<file path="src/ooo_pkg.sv">
`default_nettype none

package ooo_pkg;

    localparam int xlen = 32; // rv32 data path

    typedef logic [4:0] reg_idx_t; // x0..x31

    // alu operation, mul steers to the multiplier
    typedef enum logic [2:0] {
        alu_add,
        alu_sub,
        alu_and,
        alu_or,
        alu_xor,
        alu_slt,
        alu_mul
    } alu_op_e;

    //////////////////////////////
    // opcode and function codes
    //////////////////////////////
    localparam logic [6:0] op_reg = 7'b0110011; // r-type alu
    localparam logic [6:0] op_imm = 7'b0010011; // i-type alu

    localparam logic [2:0] f3_add = 3'b000; // shared by sub and mul
    localparam logic [2:0] f3_slt = 3'b010;
    localparam logic [2:0] f3_xor = 3'b100;
    localparam logic [2:0] f3_or  = 3'b110;
    localparam logic [2:0] f3_and = 3'b111;

    localparam logic [6:0] f7_base = 7'b0000000;
    localparam logic [6:0] f7_sub  = 7'b0100000;
    localparam logic [6:0] f7_mul  = 7'b0000001; // m extension

    // same 32 bits, read as r-type or i-type
    typedef union packed {
        struct packed {
            logic [6:0] funct7;
            reg_idx_t   rs2;
            reg_idx_t   rs1;
            logic [2:0] funct3;
            reg_idx_t   rd;
            logic [6:0] opcode;
        } r_fields;
        struct packed {
            logic [11:0] imm;
            reg_idx_t    rs1;
            logic [2:0]  funct3;
            reg_idx_t    rd;
            logic [6:0]  opcode;
        } i_fields;
    } inst_word_u;

endpackage

`default_nettype wire
</file>
<file path="src/map_table.sv">
`default_nettype none

module map_table import ooo_pkg::*; #(
    parameter  int rob_depth = 8,
    localparam int tag_w     = $clog2(rob_depth)
) (
    input  wire                    clock,
    input  wire                    reset,
    input  wire reg_idx_t          rs1,
    input  wire reg_idx_t          rs2,
    output logic                   rs1_busy,
    output logic [tag_w-1:0]       rs1_tag,
    output logic                   rs2_busy,
    output logic [tag_w-1:0]       rs2_tag,
    input  wire                    dispatch,
    input  wire reg_idx_t          dispatch_rd,
    input  wire [tag_w-1:0]        dispatch_tag,
    input  wire                    retire,
    input  wire reg_idx_t          retire_rd,
    input  wire [tag_w-1:0]        retire_tag
);

    logic [31:0]      busy;     // result still in flight
    logic [tag_w-1:0] tag [32]; // rob entry of youngest writer

    assign rs1_busy = busy[rs1];
    assign rs1_tag  = tag[rs1];
    assign rs2_busy = busy[rs2];
    assign rs2_tag  = tag[rs2];

    always_ff @(posedge clock) begin
        if (reset) begin
            busy <= '0;
        end else begin
            // only the youngest writer frees the register
            if (retire && tag[retire_rd] == retire_tag) begin
                busy[retire_rd] <= 1'b0;
            end
            if (dispatch && dispatch_rd != '0) begin // x0 stays ready
                busy[dispatch_rd] <= 1'b1; // overrides same-cycle retire
                tag[dispatch_rd]  <= dispatch_tag;
            end
        end
    end

endmodule

`default_nettype wire

</file>
<file path="config.mk">
export PLATFORM = sky130hd
export DESIGN_NAME = map_table
export DESIGN_NICKNAME = d
export VERILOG_FILES = /design/src/ooo_pkg.sv /design/src/map_table.sv
export SDC_FILE = /design/constraint.sdc
export NUM_CORES = 1
export LEC_CHECK = 0
export ABC_CLOCK_PERIOD_IN_PS = 2100
export BUFFER_PORTS_ARGS = -buffer_cell sky130_fd_sc_hd__buf_4
export CAP_MARGIN = 30
export CORE_MARGIN = 2
export CORE_UTILIZATION = 56
export DETAILED_ROUTE_END_ITERATION = 8
export PLACE_DENSITY = 0.78
export SLEW_MARGIN = 20
export SYNTH_ARGS = -nofsm -noshare
export SYNTH_HDL_FRONTEND = slang
export SYNTH_SLANG_ARGS = --single-unit
</file>
<file path="constraint.sdc">
create_clock -name clock -period 2.1 [get_ports clock]
set_input_delay 0 -clock clock [delete_from_list [all_inputs] [get_ports clock]]
set_output_delay 0 -clock clock [all_outputs]
set_load 0.02 [all_outputs]
</file>
==> flow_metrics.py <==
metrics = {
    "floorplanning": {
        "row_count": 42,
        "core_um2": 13240,
        "dieArea_um2": 14470,
        "ios": 38,
        "die_width_um": 120.3,
        "initial_core_util": 0.5717,
        "die_y_um": 120.3,
    },
    "logic_synthesis": {
        "ys.flop_type": "edfxtp_1",
        "ys_async_sr_fraction": 0,
        "ys_top_cells_by_area": "edfxtp_1, mux4_2, dfxtp_1",
        "synth_top_cell_by_area": "edfxtp_1",
        "avgSynthCellArea_um2": 13.82,
        "synth_edf_count": 96,
        "synth_area_um2": 7571,
        "synth-seq-cells": 128,
        "synth_top_area_share": 0.3808,
        "synthCells": 548,
        "synth_common_cells": "edfxtp_1, mux4_2, a21oi_1",
        "ys_seq_area_frac": 0.4654,
        "yosysUniqueCellTypes": 41,
        "synth.most_common_cell": "edfxtp_1",
        "ys_warn_count": 0,
    },
    "setup_path": {
        "startpoint_type": "flip-flop",
        "critPathCaptureType": "flip-flop",
        "cp_max_fo": 4,
        "critPathArrivalTime_ns": 2.72,
        "cp.required_ns": 2.39,
        "worstSetupPathType": "reg -> reg",
    },
    "layout": {
        "seq_area_um2": 3530,
        "multiInputGateArea_um2": 4324,
        "utilization": 0.7550,
        "syn2layout_area_growth_pct": 32.06,
        "fill_cells": 775,
        "insertedDiodeCount": 0,
        "layout-drive-gt1-share": 0.4589,
        "nNetsFinal": 686,
        "stdcell_count": 845,
    },
    "status": {
        "status": "finished, violations left",
        "violations": "negative setup slack",
    },
    "global_routing": {
        "antenna_found_initial": 0,
        "grt.overflow.total": 0,
        "track_usage": 0.3778,
        "grt_pass1_wl_um": 39660,
        "grt_pass1_vias": 6490,
        "grt_start_max_net_pins": 33,
    },
    "sta": {
        "slew_viol_final": 0,
        "final-hold-violation-count": 0,
        "min_period_ns": 2.434,
        "worst_slack_ns": -0.3343,
        "rsz0062_at_grt": "yes",
        "post-route-period-util": 1.159,
        "fmax_ghz": 0.4108,
        "setup_violations": 40,
        "tightest_slew_ns": 0.8650,
        "skew_ns": 0.009781,
        "holdWs_ns": 0.002218,
        "relSlewSlack": 0.4233,
    },
    "drt": {
        "viasPerCell": 7.795,
        "avgRoutedWirePerCell_um": 33.05,
        "route.detailed.drc": 0,
        "drt_iter0_drc": 983,
        "routed_wirelength_um": 27930,
        "postRouteAntennaNets": 0,
        "vias": 6587,
        "drt_pass1_iterations": 5,
    },
    "clock_tree": {
        "cts_tree": "done",
        "max-clock-path-buffers": 2,
        "h-tree-depth": 4,
        "clock_latency_ns": 0.43,
        "clk_pin_slew_worst_paths_ns": 0.06,
        "root_buffer": "clkbuf_16",
        "cts_sinks": 128,
        "numCtsBuffers": 17,
    },
    "pwr": {
        "vdd_ir_drop_max_v": 0.0006572,
        "power.density_nw_per_um2": 682.4,
        "p_leak_nw": 3.418,
    },
    "placed_design": {
        "placed_cells": 779,
        "dp_hpwl_um": 16530,
        "io_buffer_count": 37,
        "gp_congestion": 1.027,
    },
    "min_path": {
        "hold_class": "in -> reg",
    },
    "run": {
        "maxCapViolCount": 0,
    },
}
area by class of cell:
type,count,share of cell area
sequential,128,0.3530
tap,176,0.02202
multi-input combinational,372,0.4325
timing repair buffer,133,0.1349
clock inverter,8,0.008885
inverter,4,0.001502
clock buffer,24,0.04718
power by group:
part,internal [mW],switching (mW),total [mW]
Sequential,2.74,0.0213,2.76
Clock,1.79,1.09,2.88
Combinational,0.547,0.629,1.18
worst max-delay path: stages (launching register included):
cell and delay [ns]:
edfxtp_1 0.48, mux2i_2 0.30, o22ai_1 0.16, nor4_2 0.29, nand4b_1 0.16, buf_6 0.19
buf_16 0.16, a2111oi_4 0.40, a22oi_1 0.14
routing by layer:
layer | share of wire | up-vias | track usage
met2 | 0.46 | 696 | 0.5771
met3 | 0.13 | 188 | 0.09858
met5 | 0 | - | 0
met4 | 0.070 | 0 | 0.2006
met1 | 0.34 | 3196 | 0.5010
li1 | - | 2507 | -
kinds of logic (layout without fill, tap and decap cells):
kind of cell           after synthesis  count (layout)  share of synthesized area
muxes                              136             136                     0.3133
buffers and inverters               50             169                    0.03173
other                                1               3                  0.0004953
DFF                                128             128                     0.4654
AOI/OAI and AO/OA                  116             116                     0.1001
and+or+nand+nor                    117             117                    0.08891
through the flow:
step                setup WS (ns)  total power, mW  cell area [um2]  setup TNS [ns]
detailed placement        -0.2572            3.666             8454          -7.378
global placement          -0.2434            3.645             8454          -7.176
global route              -0.3356            6.926             9998          -9.143
finish                    -0.3343            6.823             9998          -8.034
CTS                       -0.2821            6.602             9672          -3.312
floorplan                  0.1003            3.325             7579               0
worst paths after layout:
check / slack (ns) / depth (start not counted) / start / to
worst min register to register: 0.51 / 2 / busy[0] / busy[0]
worst min-delay path: 0.002 / 4 / dispatch_rd[2] / busy[29]
worst max-delay path: -0.33 / 8 / tag[30][1] / busy[31]
worst max register to register: -0.33 / 8 / tag[30][1] / busy[31]
cell usage in the layout, fill, tap and decap left out, drive strengths merged, types with 2 or more instances in the layout:
cell type and n:
buf 127, conb 3, nand2 17, nor2b 5, o22ai 32, clkbuf 27
a22oi 2, nand2b 6, or3 3, nor2 34, a2111oi 16, nand4bb 5
and3 2, mux2 8, bufinv 2, nand3 5, or4 4, mux4 80
nor4 8, edfxtp 96, inv 4, or4b 4, mux2i 48, or2 4
dlygate4sd3 3, a21oi 53, dfxtp 32, a31oi 11, clkinv 5, nand4b 5
nor3 11
sequential cells by signal, indices dropped and copies added (netlist names):
signal  cells
tag        96
busy       32
what timing repair did:
item                                    CTS  global route
hold endpoints to repair                 37             0
hold buffers                              3             0
setup buffers                            15             8
pin swaps                                50            21
gates cloned                              3             5
endpoints found under the setup margin   40            40
gates resized for setup                  70            36
Power figures use the tool's default switching activity.
