===== src/ooo_pkg.sv =====
`default_nettype none

package ooo_pkg;

    localparam int xlen = 32; // rv32 data path

    typedef logic [4:0] reg_idx_t; // x0..x31

    // alu operation, mul steers to the multiplier
    typedef enum logic [2:0] {
        alu_add,
        alu_sub,
        alu_and,
        alu_or,
        alu_xor,
        alu_slt,
        alu_mul
    } alu_op_e;

    //////////////////////////////
    // opcode and function codes
    //////////////////////////////
    localparam logic [6:0] op_reg = 7'b0110011; // r-type alu
    localparam logic [6:0] op_imm = 7'b0010011; // i-type alu

    localparam logic [2:0] f3_add = 3'b000; // shared by sub and mul
    localparam logic [2:0] f3_slt = 3'b010;
    localparam logic [2:0] f3_xor = 3'b100;
    localparam logic [2:0] f3_or  = 3'b110;
    localparam logic [2:0] f3_and = 3'b111;

    localparam logic [6:0] f7_base = 7'b0000000;
    localparam logic [6:0] f7_sub  = 7'b0100000;
    localparam logic [6:0] f7_mul  = 7'b0000001; // m extension

    // same 32 bits, read as r-type or i-type
    typedef union packed {
        struct packed {
            logic [6:0] funct7;
            reg_idx_t   rs2;
            reg_idx_t   rs1;
            logic [2:0] funct3;
            reg_idx_t   rd;
            logic [6:0] opcode;
        } r_fields;
        struct packed {
            logic [11:0] imm;
            reg_idx_t    rs1;
            logic [2:0]  funct3;
            reg_idx_t    rd;
            logic [6:0]  opcode;
        } i_fields;
    } inst_word_u;

endpackage

`default_nettype wire

===== src/function_units.sv =====
`default_nettype none

module function_units import ooo_pkg::*; #(
    parameter  int rob_depth = 8,
    localparam int tag_w     = $clog2(rob_depth)
) (
    input  wire                   clock,
    input  wire                   reset,
    input  wire                   issue,
    input  wire                   issue_mul,
    input  wire alu_op_e          issue_op,
    input  wire [xlen-1:0]        issue_a,
    input  wire [xlen-1:0]        issue_b,
    input  wire [tag_w-1:0]       issue_tag,
    output logic                  alu_ready,
    output logic                  cdb_valid,
    output logic [tag_w-1:0]      cdb_tag,
    output logic [xlen-1:0]       cdb_value
);

    logic [xlen-1:0]  alu_result;
    logic             alu_v;  // alu output register holds a result
    logic [tag_w-1:0] alu_tag;
    logic [xlen-1:0]  alu_val;

    logic [2:0]       mul_v;        // one bit per stage
    logic [tag_w-1:0] mul_tag [3];
    logic [xlen-1:0]  mul_a;
    logic [xlen-1:0]  mul_b;
    logic [xlen-1:0]  mul_p1;       // low half of product
    logic [xlen-1:0]  mul_p2;

    //////////////////////////////
    // single cycle alu
    //////////////////////////////
    always_comb begin
        case (issue_op)
            alu_sub: alu_result = issue_a - issue_b;
            alu_and: alu_result = issue_a & issue_b;
            alu_or:  alu_result = issue_a | issue_b;
            alu_xor: alu_result = issue_a ^ issue_b;
            alu_slt: alu_result = {{(xlen - 1){1'b0}}, $signed(issue_a) < $signed(issue_b)};
            default: alu_result = issue_a + issue_b; // add
        endcase
    end

    assign alu_ready = !(alu_v && mul_v[2]); // lost the bus, hold

    always_ff @(posedge clock) begin
        if (reset) begin
            alu_v <= 1'b0;
            mul_v <= '0;
        end else begin
            if (alu_ready) alu_v <= issue && !issue_mul;
            mul_v <= {mul_v[1:0], issue && issue_mul};
        end
    end

    always_ff @(posedge clock) begin
        if (alu_ready) begin
            alu_tag <= issue_tag;
            alu_val <= alu_result;
        end
        mul_a      <= issue_a;  // stage 1 operands
        mul_b      <= issue_b;
        mul_tag[0] <= issue_tag;
        mul_p1     <= mul_a * mul_b; // stage 2, truncated to xlen
        mul_tag[1] <= mul_tag[0];
        mul_p2     <= mul_p1;   // stage 3
        mul_tag[2] <= mul_tag[1];
    end

    // multiplier output first, it cannot stall
    assign cdb_valid = mul_v[2] || alu_v;
    assign cdb_tag   = mul_v[2] ? mul_tag[2] : alu_tag;
    assign cdb_value = mul_v[2] ? mul_p2 : alu_val;

endmodule

`default_nettype wire


===== config.mk =====
export PLATFORM = sky130hd
export DESIGN_NAME = function_units
export DESIGN_NICKNAME = d
export VERILOG_FILES = /design/src/ooo_pkg.sv /design/src/function_units.sv
export SDC_FILE = /design/constraint.sdc
export NUM_CORES = 2
export LEC_CHECK = 0
export BUFFER_PORTS_ARGS = -buffer_cell sky130_fd_sc_hd__buf_2
export CAP_MARGIN = 25
export CORE_ASPECT_RATIO = 0.7
export CORE_MARGIN = 3
export CORE_UTILIZATION = 45
export DETAILED_ROUTE_END_ITERATION = 7
export GPL_TIMING_DRIVEN = 0
export HOLD_SLACK_MARGIN = 0.1
export PLACE_DENSITY = 0.66
export SYNTH_ARGS = -nofsm -noshare
export SYNTH_HDL_FRONTEND = slang
export SYNTH_SLANG_ARGS = --single-unit

===== constraint.sdc =====
create_clock -name clock -period 13.65 [get_ports clock]
set_input_delay 0.6825 -clock clock [delete_from_list [all_inputs] [get_ports clock]]
set_output_delay 0.6825 -clock clock [all_outputs]
set_load 0.01 [all_outputs]

==> flow_summary.yaml <==
outcome:
  outcome: "finished, final reports clean"
layout:
  layout-drive-gt1-share: 0.0751
  area.growth.synth_to_final_pct: 8.80
  fillers: 5150
  fin_area_mm2: 0.0275
  fin_nets: 3645
timing:
  skew_ns: 0.00845
  post-route-min-period_ns: 8.76
  rsz0062_at_grt: "false"
  whs_ns: 0.325
  setup_viol: 0
  drv_slew: 0
  relSlewSlack: 0.219
  finalCritPeriodShare: 0.642
  hold_violations: 0
  setup_tns_ns: 0
  timing.fmax_mhz: 114
  worst_pin_slew_ns: 1.17
worst_setup_path:
  crit_fanout: 10
  start_kind: "flop"
  path_class: "reg -> reg"
  cp.required_ns: 14.03
  arrival_ns: 9.14
  crit_slowest_cell: "clkbuf_1"
  critPathMaxStageDelay_ns: 0.88
  cpMostUsedCell: "fa_1"
  critPathCaptureType: "flop"
grt:
  met3_usage: 0.136
  grt_pass1_wl_um: 137000
  grt_max_degree: 29
  antenna_found_initial: 6
  grt_remaining_overflow: 0
  grt_pass1_vias: 21200
  grt_use_total: 0.319
  grt_use_met1: 0.468
  grt-busiest-layer: "met1"
  grt_util_met2: 0.427
synthesis:
  synth_top_area_share: 0.325
  syn_area_per_cell_um2: 9.00
  ys_seq_area_frac: 0.153
  yosysWarnings: 0
  netlist_area_mm2: 0.0252
  ys_types: 88
  synth_commonest_cells: "inv_1, fa_1, and2_1, nand2_1, ha_1"
  syn_inst: 2805
  synth_largest_area_cell: "fa_1"
  synth_most_common_cell: "inv_1"
  synth_edf_count: 35
  synthTopCellsByArea: "fa_1, dfxtp_1, ha_1"
  synth_seq_cells: 176
  yosys_most_used_dff: "dfxtp_1"
  synth-async-reset-ratio: 0
  synth_nets: 3508
floorplanning:
  dieArea_mm2: 0.0590
  fp.dieW_um: 289
  ioPinCount: 111
  core_area_mm2: 0.0546
  rows: 71
  die_height_um: 204
  start_util: 0.462
clocking:
  clk_root_buffer_cell: "clkbuf_16"
  post_cts_buffers: 0
  htreeDepth: 4
  cts_sinks: 176
  tritoncts.num_buffers: 17
  clk_pin_slew_ns: 0.08
  cts_resized: 0
  max-clock-path-buffers: 2
  ctsHoldBuffers: 0
  tritoncts: "built"
  insertion_delay_ns: 0.45
route:
  drc: 0
  num_vias: 21000
  wl_per_cell_um: 24.9
  drt_iter0_markers: 2331
  vias_per_cell: 5.69
  drtAntennaViolNets: 0
  finalWirelength_um: 91900
  drt-pass1-iter-count: 6
min_path:
  hp-class: "reg -> reg"
placement:
  place_congestion: 1.02
  dpl-instance-area_mm2: 0.0268
  portBuffers: 110
  dpl.hpwl_um: 75300
job:
  cap_viol_max_count: 0
## layout make-up
cell class | count | area [um2] | area share
diodes | 3 | 7.51 | 0.000273
plain buffers | 137 | 538 | 0.0196
clock buffers | 17 | 425 | 0.0155
clock inverters | 15 | 225 | 0.00820
inverters | 504 | 1890 | 0.0689
multi-input cells | 1988 | 18900 | 0.690
flip-flops and latches | 176 | 3870 | 0.141
well taps | 730 | 913 | 0.0332
repair buffers | 118 | 647 | 0.0235
## registers in the layout, summed over array words and instances (netlist names), 3 cells and up
| signal | cells |
|---|---|
| mul_a | 32 |
| mul_b | 32 |
| mul_p2 | 32 |
| alu_val | 32 |
| mul_p1 | 32 |
| mul_v | 3 |
| alu_tag | 3 |
| mul_tag | 9 |
## cells by family (layout without fill, tap and decap cells)
kind of cell / after synthesis / count (layout) / synth area share
xor gates and xnor gates: 86 / 86 / 0.0298
and+or+nand+nor: 815 / 815 / 0.162
muxes: 40 / 40 / 0.0176
AOI/OAI and AO/OA: 418 / 418 / 0.107
other: 0 / 3 / 0
buffers and inverters: 641 / 791 / 0.0962
DFF: 176 / 176 / 0.153
adders and majority gates: 629 / 629 / 0.434
## critical path: cells and delay by family (launching register included)
family / cells / cell delay (ns)
buf+inv: 6 / 2.15
compound gates: 8 / 1.70
xor+xnor: 1 / 0.14
fa+ha+maj: 9 / 3.90
flops: 1 / 0.36
simple gates: 2 / 0.42
## layout by cell type, fill, tap and decap left out, types with 8 or more instances in the layout
master | synthesis | layout
dfxtp_1 | 141 | 141
clkbuf_16 | 0 | 17
xor2_1 | 17 | 17
ha_1 | 219 | 219
nand2_1 | 296 | 295
and3_1 | 10 | 10
nand2b_1 | 14 | 14
a22oi_1 | 9 | 9
nor2_1 | 116 | 116
o21bai_1 | 12 | 12
mux2_2 | 36 | 36
nor2b_1 | 11 | 11
a21o_1 | 24 | 24
xnor2_1 | 69 | 69
nor3_1 | 15 | 15
or3_1 | 8 | 8
a21oi_1 | 149 | 149
nand3_1 | 11 | 11
and2_1 | 302 | 302
o221ai_1 | 9 | 9
o22ai_1 | 30 | 30
a31oi_1 | 11 | 11
fa_1 | 410 | 410
clkbuf_1 | 119 | 119
buf_1 | 11 | 11
nor4_1 | 8 | 8
o21ai_0 | 63 | 63
o21ai_1 | 10 | 10
buf_2 | 4 | 115
edfxtp_1 | 35 | 35
a211oi_1 | 15 | 15
inv_1 | 501 | 501
## worst paths after layout
kind	from	endpoint	slack, ns	cells past startpoint
setup / recovery	mul_a[2]	mul_p1[31]	4.89	26
hold / removal	mul_p1[7]	mul_p2[7]	0.33	0
setup reg to reg	mul_a[2]	mul_p1[31]	4.89	26
hold reg to reg	mul_p1[7]	mul_p2[7]	0.33	0
## through the flow
stage	instances	utilization	setup slack (ns)
2_1_floorplan	2805	-	6.83
3_3_place_gp	3645	0.489	4.50
3_5_place_dp	3649	0.490	5.17
4_1_cts	3681	0.502	5.16
5_1_grt	3686	0.503	4.76
6_report	3688	0.503	4.89
## metal layers
metal,vias up,part of all wire
met5,-,0
met4,0,0.028
met3,173,0.14
met2,1218,0.38
met1,10500,0.45
li1,9057,-
Power is not shown: default switching activity piles up to over one toggle a cycle in this logic, so the estimate is an artifact.
