$ cat config.mk
export PLATFORM = sky130hd
export DESIGN_NAME = reservation_station
export DESIGN_NICKNAME = d
export VERILOG_FILES = /design/src/ooo_pkg.sv /design/src/reservation_station.sv
export SDC_FILE = /design/constraint.sdc
export NUM_CORES = 1
export LEC_CHECK = 0
export ABC_AREA = 1
export BUFFER_PORTS_ARGS = -buffer_cell sky130_fd_sc_hd__buf_2
export CORE_ASPECT_RATIO = 1.75
export CORE_MARGIN = 4
export CORE_UTILIZATION = 44
export DETAILED_ROUTE_END_ITERATION = 7
export PLACE_DENSITY = 0.68
export REMOVE_ABC_BUFFERS = 1
export SLEW_MARGIN = 20
export SYNTH_ARGS = -nofsm -noshare
export SYNTH_HDL_FRONTEND = slang
export SYNTH_SLANG_ARGS = --single-unit
$ cat constraint.sdc
create_clock -name clock -period 4.75 [get_ports clock]
set_input_delay 0.2375 -clock clock [delete_from_list [all_inputs] [get_ports clock]]
set_output_delay 0.2375 -clock clock [all_outputs]
set_load 0.02 [all_outputs]
$ cat src/ooo_pkg.sv
`default_nettype none

package ooo_pkg;

    localparam int xlen = 32; // rv32 data path

    typedef logic [4:0] reg_idx_t; // x0..x31

    // alu operation, mul steers to the multiplier
    typedef enum logic [2:0] {
        alu_add,
        alu_sub,
        alu_and,
        alu_or,
        alu_xor,
        alu_slt,
        alu_mul
    } alu_op_e;

    //////////////////////////////
    // opcode and function codes
    //////////////////////////////
    localparam logic [6:0] op_reg = 7'b0110011; // r-type alu
    localparam logic [6:0] op_imm = 7'b0010011; // i-type alu

    localparam logic [2:0] f3_add = 3'b000; // shared by sub and mul
    localparam logic [2:0] f3_slt = 3'b010;
    localparam logic [2:0] f3_xor = 3'b100;
    localparam logic [2:0] f3_or  = 3'b110;
    localparam logic [2:0] f3_and = 3'b111;

    localparam logic [6:0] f7_base = 7'b0000000;
    localparam logic [6:0] f7_sub  = 7'b0100000;
    localparam logic [6:0] f7_mul  = 7'b0000001; // m extension

    // same 32 bits, read as r-type or i-type
    typedef union packed {
        struct packed {
            logic [6:0] funct7;
            reg_idx_t   rs2;
            reg_idx_t   rs1;
            logic [2:0] funct3;
            reg_idx_t   rd;
            logic [6:0] opcode;
        } r_fields;
        struct packed {
            logic [11:0] imm;
            reg_idx_t    rs1;
            logic [2:0]  funct3;
            reg_idx_t    rd;
            logic [6:0]  opcode;
        } i_fields;
    } inst_word_u;

endpackage

`default_nettype wire
$ cat src/reservation_station.sv
`default_nettype none

module reservation_station import ooo_pkg::*; #(
    parameter  int rob_depth = 8,
    parameter  int rs_depth  = 4,
    localparam int tag_w     = $clog2(rob_depth),
    localparam int idx_w     = $clog2(rs_depth)
) (
    input  wire                   clock,
    input  wire                   reset,
    input  wire                   dispatch,
    input  wire alu_op_e          alu_op,
    input  wire                   is_mul,
    input  wire                   use_imm,
    input  wire [xlen-1:0]        imm,
    input  wire [tag_w-1:0]       dest_tag,
    input  wire                   rs1_busy,
    input  wire [tag_w-1:0]       rs1_tag,
    input  wire [xlen-1:0]        rs1_value,
    input  wire                   query_done1,
    input  wire [xlen-1:0]        query_value1,
    input  wire                   rs2_busy,
    input  wire [tag_w-1:0]       rs2_tag,
    input  wire [xlen-1:0]        rs2_value,
    input  wire                   query_done2,
    input  wire [xlen-1:0]        query_value2,
    input  wire                   cdb_valid,
    input  wire [tag_w-1:0]       cdb_tag,
    input  wire [xlen-1:0]        cdb_value,
    input  wire                   alu_ready,
    output logic                  rs_full,
    output logic                  issue,
    output logic                  issue_mul,
    output alu_op_e               issue_op,
    output logic [xlen-1:0]       issue_a,
    output logic [xlen-1:0]       issue_b,
    output logic [tag_w-1:0]      issue_tag
);

    logic [rs_depth-1:0] ent_valid;
    logic [rs_depth-1:0] ent_mul;
    logic [rs_depth-1:0] a_rdy;
    logic [rs_depth-1:0] b_rdy;
    alu_op_e             ent_op [rs_depth];
    logic [xlen-1:0]     a_val  [rs_depth];
    logic [xlen-1:0]     b_val  [rs_depth];
    logic [tag_w-1:0]    a_tag  [rs_depth];
    logic [tag_w-1:0]    b_tag  [rs_depth];
    logic [tag_w-1:0]    dest   [rs_depth];

    logic [xlen:0]       src_a;    // {ready, value}
    logic [xlen:0]       src_b;
    logic [rs_depth-1:0] ready;
    logic [idx_w-1:0]    free_idx;
    logic [idx_w-1:0]    pick;

    // regfile, then finished rob entry, then this cycle's bus, else wait
    function automatic logic [xlen:0] resolve(
        input logic            busy,
        input logic [tag_w-1:0] tag,
        input logic [xlen-1:0]  reg_value,
        input logic            done,
        input logic [xlen-1:0]  rob_value
    );
        if (!busy) return {1'b1, reg_value};
        if (done) return {1'b1, rob_value};
        if (cdb_valid && cdb_tag == tag) return {1'b1, cdb_value};
        return {1'b0, reg_value};
    endfunction

    always_comb begin
        src_a = resolve(rs1_busy, rs1_tag, rs1_value, query_done1, query_value1);
        src_b = use_imm ? {1'b1, imm}
                        : resolve(rs2_busy, rs2_tag, rs2_value, query_done2, query_value2);
    end

    assign rs_full = &ent_valid;
    // alu entries wait while the alu result is held off the bus
    assign ready   = ent_valid & a_rdy & b_rdy & (ent_mul | {rs_depth{alu_ready}});

    // descending scan so the lowest index wins
    always_comb begin
        free_idx = '0;
        pick     = '0;
        issue    = 1'b0;
        for (int i = rs_depth - 1; i >= 0; i--) begin
            if (!ent_valid[i]) free_idx = idx_w'(i);
            if (ready[i]) begin
                issue = 1'b1;
                pick  = idx_w'(i);
            end
        end
    end

    assign issue_mul = ent_mul[pick];
    assign issue_op  = ent_op[pick];
    assign issue_a   = a_val[pick];
    assign issue_b   = b_val[pick];
    assign issue_tag = dest[pick];

    always_ff @(posedge clock) begin
        if (reset) begin
            ent_valid <= '0;
        end else begin
            for (int i = 0; i < rs_depth; i++) begin // bus snoop
                if (cdb_valid && ent_valid[i] && !a_rdy[i] && a_tag[i] == cdb_tag) begin
                    a_val[i] <= cdb_value;
                    a_rdy[i] <= 1'b1;
                end
                if (cdb_valid && ent_valid[i] && !b_rdy[i] && b_tag[i] == cdb_tag) begin
                    b_val[i] <= cdb_value;
                    b_rdy[i] <= 1'b1;
                end
            end
            if (issue) ent_valid[pick] <= 1'b0;
            if (dispatch) begin // free slot differs from pick
                ent_valid[free_idx] <= 1'b1;
                ent_mul[free_idx]   <= is_mul;
                ent_op[free_idx]    <= alu_op;
                a_rdy[free_idx]     <= src_a[xlen];
                a_val[free_idx]     <= src_a[xlen-1:0];
                a_tag[free_idx]     <= rs1_tag;
                b_rdy[free_idx]     <= src_b[xlen];
                b_val[free_idx]     <= src_b[xlen-1:0];
                b_tag[free_idx]     <= rs2_tag;
                dest[free_idx]      <= dest_tag;
            end
        end
    end

endmodule

`default_nettype wire

==> flow_summary.json <==
{
  "cts_tree": "built",
  "hold_depth": 3,
  "vias": 17090,
  "clk_latency_ns": 0.58,
  "dr.pass1.iters": 7,
  "io_pins": 291,
  "finClkSkew_ns": 0.02536,
  "ys_seq_area_share_pct": 54.06,
  "rsz0062_at_grt": "no",
  "clk_pin_slew_ns": 0.07,
  "maxCapViolCount": 0,
  "syn_inst": 2129,
  "post-cts-setup-buffers": 0,
  "drc_errors": 0,
  "finalWorstSetupSlack_ns": 0.7852,
  "grt_use_met1_pct": 33.33,
  "grtUsageTotal_pct": 29.70,
  "synth_area_um2": 17700,
  "slew_headroom_pct": 19.39,
  "rows": 97,
  "use_met2_pct": 52.52,
  "routed_wl_um": 67760,
  "min_from": "cdb_value[10]",
  "r2r_slack_ns": 1.75,
  "cts_sinks": 320,
  "die-area_um2": 43630,
  "synth_common_cells": "819 x nand2_1, 415 x nand3_1, 316 x edfxtp_1, 179 x nor2_1, 78 x nand4_1",
  "ys_seq_elements": 320,
  "cts_buffer_depth": 3,
  "min_period_over_period_pct": 83.47,
  "use_met3_pct": 3.902,
  "cp-end-kind": "output port",
  "vias_per_cell": 5.955,
  "synth_most_common_cell": "nand2_1",
  "synth-edff-count": 316,
  "yosysTopAreaCell": "edfxtp_1",
  "fin_util_pct": 51.22,
  "fmax_ghz": 0.2522,
  "fin_hold_ws_ns": 0.03405,
  "crit-reg2reg-launch": "ent_valid[0]",
  "die_y_um": 273.3,
  "cts-resized-gates": 0,
  "core_um2": 39930,
  "root_buffer": "clkbuf_16",
  "grt_max_degree": 96,
  "yosysWarningCount": 0,
  "grt_pass1_wl_um": 98760,
  "gp_congestion": 0.8986,
  "path_max_fanout": 66,
  "layout-drive-gt1-share_pct": 17.32,
  "ys.flop_type": "edfxtp_1",
  "synthTopCellsByArea": "edfxtp_1 54%, nand2_1 17%, nand3_1 12%",
  "postRouteAntennaNets": 0,
  "routedWlPerCell_um": 23.61,
  "path_class": "reg -> out",
  "grt_antenna_before_repair": 2,
  "synthDominantCellAreaShare_pct": 53.60,
  "synth_area_per_cell_um2": 8.315,
  "yosysUniqueCellTypes": 33,
  "tightest_slew_ns": 1.207,
  "fin_area_um2": 20450,
  "start_util_pct": 44.33,
  "worstRegToRegCells": 7,
  "dp_slack_ns": 1.390,
  "syn_to_final_growth_pct": 15.54,
  "die_w_um": 159.6,
  "cp.arrival_ns": 3.73,
  "hpwl_um": 40950,
  "rr_endpoint": "b_val[2][29]",
  "drv_slew": 0,
  "power.density_nw_per_um2": 327.5,
  "dpl_cell_area_um2": 19310,
  "setup-violations-final": 0,
  "cp-start-kind": "flip-flop",
  "peakVddDrop_mv": 0.2235,
  "grt_pass1_vias": 17040,
  "finalNetCount": 2568,
  "hp-class": "in -> reg",
  "fill_cells": 3617,
  "busiest_layer": "met2",
  "worstHoldEndpoint": "b_val[2][10]",
  "run_status": "finished clean",
  "cts-buffers-inserted": 29,
  "drtIter0Drc": 1608,
  "crit_required_ns": 4.51,
  "grt_overflow_total": 0,
  "p_leak_nw": 8.594,
  "htree_levels": 1,
  "synth-async-reset-ratio_pct": 0,
  "port_buffers": 290,
  "hold_viol": 0,
  "min_period_ns": 3.965
}
-- layer usage --
layer	vias up	share of wire (%)	routed length [um]
met2	1115	50	33970
met1	8041	34	22700
li1	7669	-	-
met3	265	9.2	6209
met5	-	0	0
met4	0	7.2	4877
-- worst max-delay path: stages (launching register included) --
cell and delay [ns]:
dfxtp_1 0.46, nand3_1 0.13, nor2_1 0.40, inv_2 0.44, o21ai_4 0.26, buf_4 0.81
nand2_1 0.12, nand4_1 0.28, buf_2 0.23
-- power breakdown --
part,total [mW],switching [mW],internal [mW],leakage [nW]
clock network,2.49,1.05,1.44,0.489
logic,0.987,0.702,0.285,5.20
registers,3.22,0.0226,3.20,2.91
total,6.70,1.78,4.92,8.59
-- logic make-up after synthesis --
kind of cell              Yosys count  share of synthesized area (%)
DFF                               320                          54.06
buffers and inverters             200                          5.874
xor gates and xnor gates           26                          1.286
AOI/OAI and AO/OA                  55                          1.675
and+or+nand+nor                  1528                          37.11
-- sequential cells by signal (all words and copies together), names as in the netlist --
register   flops
dest          12
a_val        128
ent_op        12
b_tag         12
a_tag         12
b_val        128
a_rdy          4
ent_mul        4
ent_valid      4
b_rdy          4
-- repair_timing --
item,4_1_cts,5_1_grt
endpoints found under the setup margin,0,0
hold endpoints to repair,52,0
hold buffers,13,0
-- placed cells by master (no fill, tap or decap), types with 15 or more instances in the layout --
master / netlist / layout
edfxtp_1: 316 / 316
xnor2_1: 22 / 22
buf_2: 60 / 290
nand4_1: 78 / 78
nand2_2: 15 / 15
clkbuf_16: 0 / 29
inv_1: 52 / 50
nand2_1: 819 / 819
nand3_1: 415 / 415
a21oi_1: 39 / 36
nor2_1: 179 / 175
buf_4: 17 / 24
-- worst max-delay path by stage --
stage	start	cells after the start	slack (ns)	to
final	ent_valid[0]	8	0.79	issue_b[14]
after global routing	ent_valid[0]	8	0.59	issue_b[14]
after CTS	ent_valid[0]	8	0.79	issue_b[14]
after detailed placement	ent_valid[0]	8	1.39	issue_b[14]
after global placement	ent_mul[2]	7	1.51	issue_b[14]
after floorplan	ent_valid[1]	4	-0.80	issue
-- metrics by stage --
step                      std cells  setup TNS (ns)  power [mW]
final                          2870               0       6.699
after floorplan                1989          -53.20       3.788
after global routing           2869               0       6.893
after global placement         2801               0       4.225
after CTS                      2868               0       6.688
after detailed placement       2801               0       4.246
-- layout make-up --
| type | instances | area (um2) | share of cell area, % |
|---|---|---|---|
| sequential | 320 | 9569 | 46.79 |
| antenna | 2 | 5.005 | 0.02447 |
| clock buffer | 38 | 789.5 | 3.860 |
| inverter | 60 | 225.2 | 1.101 |
| multi-input combinational | 1609 | 7234 | 35.37 |
| tap | 495 | 619.3 | 3.028 |
| clock inverter | 16 | 206.4 | 1.009 |
| timing repair buffer | 330 | 1804 | 8.821 |
Note: power is estimated with default switching activity, not from simulation.
