File: config.mk
export PLATFORM = sky130hd
export DESIGN_NAME = inst_decoder
export DESIGN_NICKNAME = d
export VERILOG_FILES = /design/src/ooo_pkg.sv /design/src/inst_decoder.sv
export SDC_FILE = /design/constraint.sdc
export NUM_CORES = 1
export LEC_CHECK = 0
export BUFFER_PORTS_ARGS = -buffer_cell sky130_fd_sc_hd__buf_2
export CELL_PAD_IN_SITES_DETAIL_PLACEMENT = 1
export CELL_PAD_IN_SITES_GLOBAL_PLACEMENT = 2
export CORE_UTILIZATION = 11
export DETAILED_ROUTE_END_ITERATION = 12
export PLACE_DENSITY_LB_ADDON = 0.1
export SLEW_MARGIN = 10
export SYNTH_ARGS = -nofsm -noshare
export SYNTH_HDL_FRONTEND = slang
export SYNTH_SLANG_ARGS = --single-unit
File: constraint.sdc
create_clock -name vclk -period 1.35
set_input_delay 0 -clock vclk [all_inputs]
set_output_delay 0 -clock vclk [all_outputs]
set_load 0.01 [all_outputs]
File: src/ooo_pkg.sv
`default_nettype none

package ooo_pkg;

    localparam int xlen = 32; // rv32 data path

    typedef logic [4:0] reg_idx_t; // x0..x31

    // alu operation, mul steers to the multiplier
    typedef enum logic [2:0] {
        alu_add,
        alu_sub,
        alu_and,
        alu_or,
        alu_xor,
        alu_slt,
        alu_mul
    } alu_op_e;

    //////////////////////////////
    // opcode and function codes
    //////////////////////////////
    localparam logic [6:0] op_reg = 7'b0110011; // r-type alu
    localparam logic [6:0] op_imm = 7'b0010011; // i-type alu

    localparam logic [2:0] f3_add = 3'b000; // shared by sub and mul
    localparam logic [2:0] f3_slt = 3'b010;
    localparam logic [2:0] f3_xor = 3'b100;
    localparam logic [2:0] f3_or  = 3'b110;
    localparam logic [2:0] f3_and = 3'b111;

    localparam logic [6:0] f7_base = 7'b0000000;
    localparam logic [6:0] f7_sub  = 7'b0100000;
    localparam logic [6:0] f7_mul  = 7'b0000001; // m extension

    // same 32 bits, read as r-type or i-type
    typedef union packed {
        struct packed {
            logic [6:0] funct7;
            reg_idx_t   rs2;
            reg_idx_t   rs1;
            logic [2:0] funct3;
            reg_idx_t   rd;
            logic [6:0] opcode;
        } r_fields;
        struct packed {
            logic [11:0] imm;
            reg_idx_t    rs1;
            logic [2:0]  funct3;
            reg_idx_t    rd;
            logic [6:0]  opcode;
        } i_fields;
    } inst_word_u;

endpackage

`default_nettype wire
File: src/inst_decoder.sv
`default_nettype none

module inst_decoder import ooo_pkg::*; (
    input  wire inst_word_u  inst,
    output reg_idx_t         rs1,
    output reg_idx_t         rs2,
    output reg_idx_t         rd,
    output logic [xlen-1:0]  imm,
    output logic             use_imm,
    output logic             is_mul,
    output alu_op_e          alu_op
);

    logic [2:0] f3; // funct3 from whichever view applies

    assign use_imm = (inst.r_fields.opcode == op_imm);
    assign is_mul  = (alu_op == alu_mul);

    always_comb begin
        rs2 = '0; // i-type has no rs2, x0 is never busy
        imm = '0;
        if (use_imm) begin
            rs1 = inst.i_fields.rs1;
            rd  = inst.i_fields.rd;
            f3  = inst.i_fields.funct3;
            imm = {{(xlen - 12){inst.i_fields.imm[11]}}, inst.i_fields.imm}; // sign extend
        end else begin
            rs1 = inst.r_fields.rs1;
            rs2 = inst.r_fields.rs2;
            rd  = inst.r_fields.rd;
            f3  = inst.r_fields.funct3;
        end

        alu_op = alu_add;
        case (f3)
            f3_add: begin
                if (!use_imm) begin // funct7 only means something on r-type
                    case (inst.r_fields.funct7)
                        f7_base: alu_op = alu_add;
                        f7_sub:  alu_op = alu_sub;
                        f7_mul:  alu_op = alu_mul;
                        default: alu_op = alu_add;
                    endcase
                end
            end
            f3_slt:  alu_op = alu_slt;
            f3_xor:  alu_op = alu_xor;
            f3_or:   alu_op = alu_or;
            f3_and:  alu_op = alu_and;
            default: alu_op = alu_add; // unsupported
        endcase
    end

endmodule

`default_nettype wire

==> impl_metrics.env, run 1 <==
export IMPL_ir_drop_v=0.0000322
export IMPL_cp_required_ns=1.35
export IMPL_synth_seq_area_share_pct=0
export IMPL_antenna_cells=0
export IMPL_place_hpwl_mm=1.35
export IMPL_drive_gt1_share_pct=85.1
export IMPL_postCtsSetupRepairBufs=0
export IMPL_grt_overflow_total=0
export IMPL_grt_pass1_wl_mm=1.95
export IMPL_route_detailed_drc=0
export IMPL_num_vias=520
export IMPL_netlist_area_sq_um=487
export IMPL_crit_type="input port to output pin"
export IMPL_start_util_pct=11.8
export IMPL_post_route_util_pct=15.9
export IMPL_setup_violations=0
export IMPL_power_leakage_nw=0.420
export IMPL_grt_setup_unrepaired="no"
export IMPL_power_mw=0.0908
export IMPL_postRouteAntennaNets=0
export IMPL_fillers=529
export IMPL_p_per_area_nw_per_um2=139
export IMPL_place_gp_congestion=0.542
export IMPL_place_area_sq_um=648
export IMPL_tightestPinTransition_ns=0.424
export IMPL_ctsResizeCount=0
export IMPL_slew_limit_headroom_pct=71.5
export IMPL_path_cells="buf_2, or4b_4, nor2_4, buf_4, and2b_2, buf_2"
export IMPL_period_minus_slack_ns=1.27
export IMPL_grt_max_degree=22
export IMPL_drtIter0Drc=3
export IMPL_wl_per_cell_um=9.74
export IMPL_clock_buffers=0
export IMPL_first_pass_iters=2
export IMPL_die_area_sq_um=4690
export IMPL_multiInputGateArea_sq_um=248
export IMPL_cp_end_kind="output pin"
export IMPL_final_max_slew_viol_count=0
export IMPL_die_h_um=68.5
export IMPL_crit_family="simple AND/OR/NAND/NOR gates"
export IMPL_cp_start_kind="input port"
export IMPL_holdBufCountCts=0
export IMPL_hold_violations=0
export IMPL_yosys_area_top_type="buf_4"
export IMPL_seq_area_sq_um=0
export IMPL_max_stage_delay_ns=0.55
export IMPL_cp_data_arrival_time_ns=1.27
export IMPL_synth_top_area_share_pct=46.3
export IMPL_grt_pass1_vias=416
export IMPL_synth_area_leaders="buf_4 (46%), and2_2 (19%), and2b_2 (9.0%)"
export IMPL_final_instance_count_excl_fill=151
export IMPL_cp_max_fo=8
export IMPL_cp_common_cell="buf_2"
export IMPL_areaGrowthSynthToFinish_pct=34.2
export IMPL_crit_buf_inv=3
export IMPL_fmax_ghz=0.789
export IMPL_syn_instance_count=66
export IMPL_synth_area_per_cell_sq_um=7.37
export IMPL_wl_mm=1.47
export IMPL_detail_route_vias_per_cell=3.44
export IMPL_nNetsFinal=135
export IMPL_syn_nets=98
export IMPL_placementRows=23
export IMPL_yosysWarnings=0
export IMPL_design_seq_count=0
export IMPL_status="complete, no violations"
export IMPL_hold_class="input port to output pin"
export IMPL_post_route_period_util_pct=93.8
export IMPL_slowest_stage="or4b_4"
export IMPL_synth_most_common_cell="buf_4"
export IMPL_die_x_um=68.5
export IMPL_track_usage_pct=5.39
export IMPL_yosys_top_cells_count="buf_4 (30), and2_2 (12), and2b_2 (5)"
export IMPL_coreArea_sq_um=4120
export IMPL_antenna_found_initial=0
export IMPL_ys_types=19
export IMPL_finalSetupTns_ns=0
export IMPL_fin_area_sq_um=653
export IMPL_io_pin_count=84
export IMPL_dp_cells=151
export IMPL_maxCapViolations=0
export IMPL_io_buffers=64
[layout by cell type (no fill, tap or decap), types with 2 or more instances in the layout]
cell type,Yosys,final
and2_2,12,11
and2b_2,5,5
nand2b_1,2,2
nor2_1,3,3
buf_2,0,64
[cell families (layout without fill, tap and decap cells)]
| group | after synthesis | after routing | share of synthesized area, % |
|---|---|---|---|
| AO/OA/AOI/OAI | 4 | 4 | 5.40 |
| AND/OR/NAND/NOR | 30 | 30 | 45.2 |
| buffers and inverters | 32 | 67 | 49.4 |
[worst paths after layout]
path | start | endpoint | slack (ns) | cells after the start
max | inst[6] | rs2[1] | 0.08 | 6
min | inst[11] | rd[4] | 0.000003 | 0
[final cells by class]
| class | count | area share [%] |
|---|---|---|
| multi-input combinational | 34 | 37.9 |
| inverter | 1 | 0.575 |
| tap | 50 | 9.58 |
| timing repair buffer | 66 | 51.9 |
[per-layer routing]
layer  global-route usage (%)  vias to the layer above  part of all wire (%)
li1                         -                      254                     -
met2                     9.44                       37                    51
met4                        0                        0                     0
met5                        0                        -                     0
met3                    0.493                        0                   9.4
met1                     7.52                      229                    40
[metrics by stage]
| stage | setup slack (ns) | hold WS, ns |
|---|---|---|
| after floorplan | 0.0838 | 0.0918 |
| after global placement | 0.0507 | 0.0000686 |
| after detailed placement | 0.0202 | 0.0000686 |
| after CTS | 0.0182 | 0.0000686 |
| after global routing | 0.0176 | 0.0000167 |
| final | 0.0831 | 0.00000345 |
[report_power, final]
group	total [mW]	switching (mW)	leakage, nW	internal [mW]
sequential	0	0	0	0
clock	0	0	0	0
combinational	0.0908	0.0416	0.420	0.0492
Power figures use the tool's default switching activity.
==> run 2: changes to the inputs <==
Settings changed: CORE_UTILIZATION 11 to 12.
Clock period 1.35 ns to 1.6 ns, I/O delays scaled along.
==> run 2 against run 1 <==
  * Core utilization rose by 1.0 points
  * Cell count is 2.0% lower
  * Cell area fell by 2.3%
  * Flip-flop and latch count stayed put
  * Largest cell class unchanged
  * Largest power group unchanged
  * Die area is 8.1% lower
  * Setup slack better by 0.16 ns
  * Power down 17%
  * Combinational power down 17%
  * Via count is 2.5% lower
  * Non-clock buffer count is 1 lower
  * Hold slack about the same
  * Count of clock-buffer cells in the layout did not move
==> impl_metrics.env, run 2 (synthesis gave the netlist of run 1 again) <==
export IMPL_antenna_cells=0
export IMPL_coreArea_sq_um=3770
export IMPL_wl_mm=1.44
export IMPL_grt_pass1_wl_mm=2.04
export IMPL_dp_cells=148
export IMPL_cp_common_cell="buf_2"
export IMPL_crit_type="input port to output pin"
export IMPL_status="complete, no violations"
export IMPL_place_hpwl_mm=1.30
export IMPL_fmax_ghz=0.736
export IMPL_met1Wirelength_um=524
export IMPL_slew_limit_headroom_pct=73.9
export IMPL_die_area_sq_um=4310
export IMPL_num_vias=507
export IMPL_cp_max_fo=14
export IMPL_dr_wl_met3_um=140
export IMPL_holdBufCountCts=0
export IMPL_fin_area_sq_um=638
export IMPL_route_detailed_drc=0
export IMPL_slowest_stage="or4b_4"
export IMPL_seq_area_sq_um=0
export IMPL_p_switching_mw=0.0346
export IMPL_p_comb_share_pct=100.0
export IMPL_switching_share_pct=45.6
export IMPL_final_max_slew_viol_count=0
export IMPL_final_instance_count_excl_fill=148
export IMPL_place_area_sq_um=638
export IMPL_ctsResizeCount=0
export IMPL_seq_power_share_pct=0
export IMPL_hold_violations=0
export IMPL_tightestPinTransition_ns=0.387
export IMPL_layout_commonest_cell="buf_2"
export IMPL_io_pin_count=84
export IMPL_cp_start_kind="input port"
export IMPL_drive_gt1_share_pct=85.0
export IMPL_p_per_area_nw_per_um2=119
export IMPL_max_stage_delay_ns=0.55
export IMPL_grt_pass1_vias=444
export IMPL_cp_data_arrival_time_ns=1.36
export IMPL_period_minus_slack_ns=1.36
export IMPL_clock_power_share_pct=0
export IMPL_power_mw=0.0758
export IMPL_path_cells="buf_2, or4b_4, nor2_4, buf_4, and2b_2, buf_2"
export IMPL_top_layer_used="met3"
export IMPL_place_gp_congestion=0.615
export IMPL_cp_required_ns=1.60
export IMPL_crit_family="simple AND/OR/NAND/NOR gates"
export IMPL_design_seq_count=0
export IMPL_fillers=482
export IMPL_postCtsSetupRepairBufs=0
export IMPL_track_usage_pct=5.87
export IMPL_drtIter0Drc=2
export IMPL_first_pass_iters=4
export IMPL_crit_buf_inv=3
export IMPL_clock_buffers=0
export IMPL_postRouteAntennaNets=0
export IMPL_grt_max_degree=22
export IMPL_die_h_um=65.7
export IMPL_die_x_um=65.7
export IMPL_ir_drop_v=0.0000323
export IMPL_wl_per_cell_um=9.70
export IMPL_power_leakage_nw=0.414
export IMPL_detail_route_vias_per_cell=3.43
export IMPL_antenna_found_initial=0
export IMPL_setup_violations=0
export IMPL_dr_wl_met2_um=770
export IMPL_cp_end_kind="output pin"
export IMPL_areaGrowthSynthToFinish_pct=31.1
export IMPL_p_int_mw=0.0412
export IMPL_nNetsFinal=134
export IMPL_finalSetupTns_ns=0
export IMPL_start_util_pct=12.9
export IMPL_hold_class="input port to output pin"
export IMPL_grt_setup_unrepaired="no"
export IMPL_layout_common_cells="buf_2 (64), and2_2 (12), and2b_2 (5)"
export IMPL_io_buffers=64
export IMPL_placementRows=22
export IMPL_grt_overflow_total=0
export IMPL_maxCapViolations=0
export IMPL_post_route_period_util_pct=85.0
run 2: cell types whose count changed in the layout (fill, tap and decap cells not counted), sizes merged:
cell / previous run / this run
buf: 66 / 65
run 2: layout make-up:
type / count / area, sq um / share of cell area [%]
repair buffers: 65 / 328 / 51.4
multi-input cells: 34 / 246 / 38.6
inverters: 1 / 3.75 / 0.588
well taps: 48 / 60.1 / 9.41
run 2: path summary, 6_finish.rpt:
kind     start      to  depth (start not counted)
max    inst[6]  rs2[2]                          6
min   inst[19]  rs1[4]                          0
run 2: routing by layer:
metal	GRT usage (%)	up-vias
met5	0	-
met4	0	0
met2	11.7	34
met1	6.97	221
li1	-	252
met3	0.521	0
run 2: through the flow:
step	worst slack [ns]	util [%]	hold WS, ns
after floorplan	0.334	-	0.0918
after global placement	0.240	16.9	0.0000686
after detailed placement	0.219	16.9	0.0000686
after CTS	0.219	16.9	0.0000686
after global routing	0.149	16.9	0.0000167
final	0.241	16.9	0.00000392
run 2: power by group through the flow:
stage                     Sequential, mW  Combinational, mW  Clock, mW
after global placement                 0             0.0773          0
after floorplan                        0             0.0575          0
after CTS                              0             0.0779          0
final                                  0             0.0758          0
after global routing                   0             0.0851          0
after detailed placement               0             0.0778          0
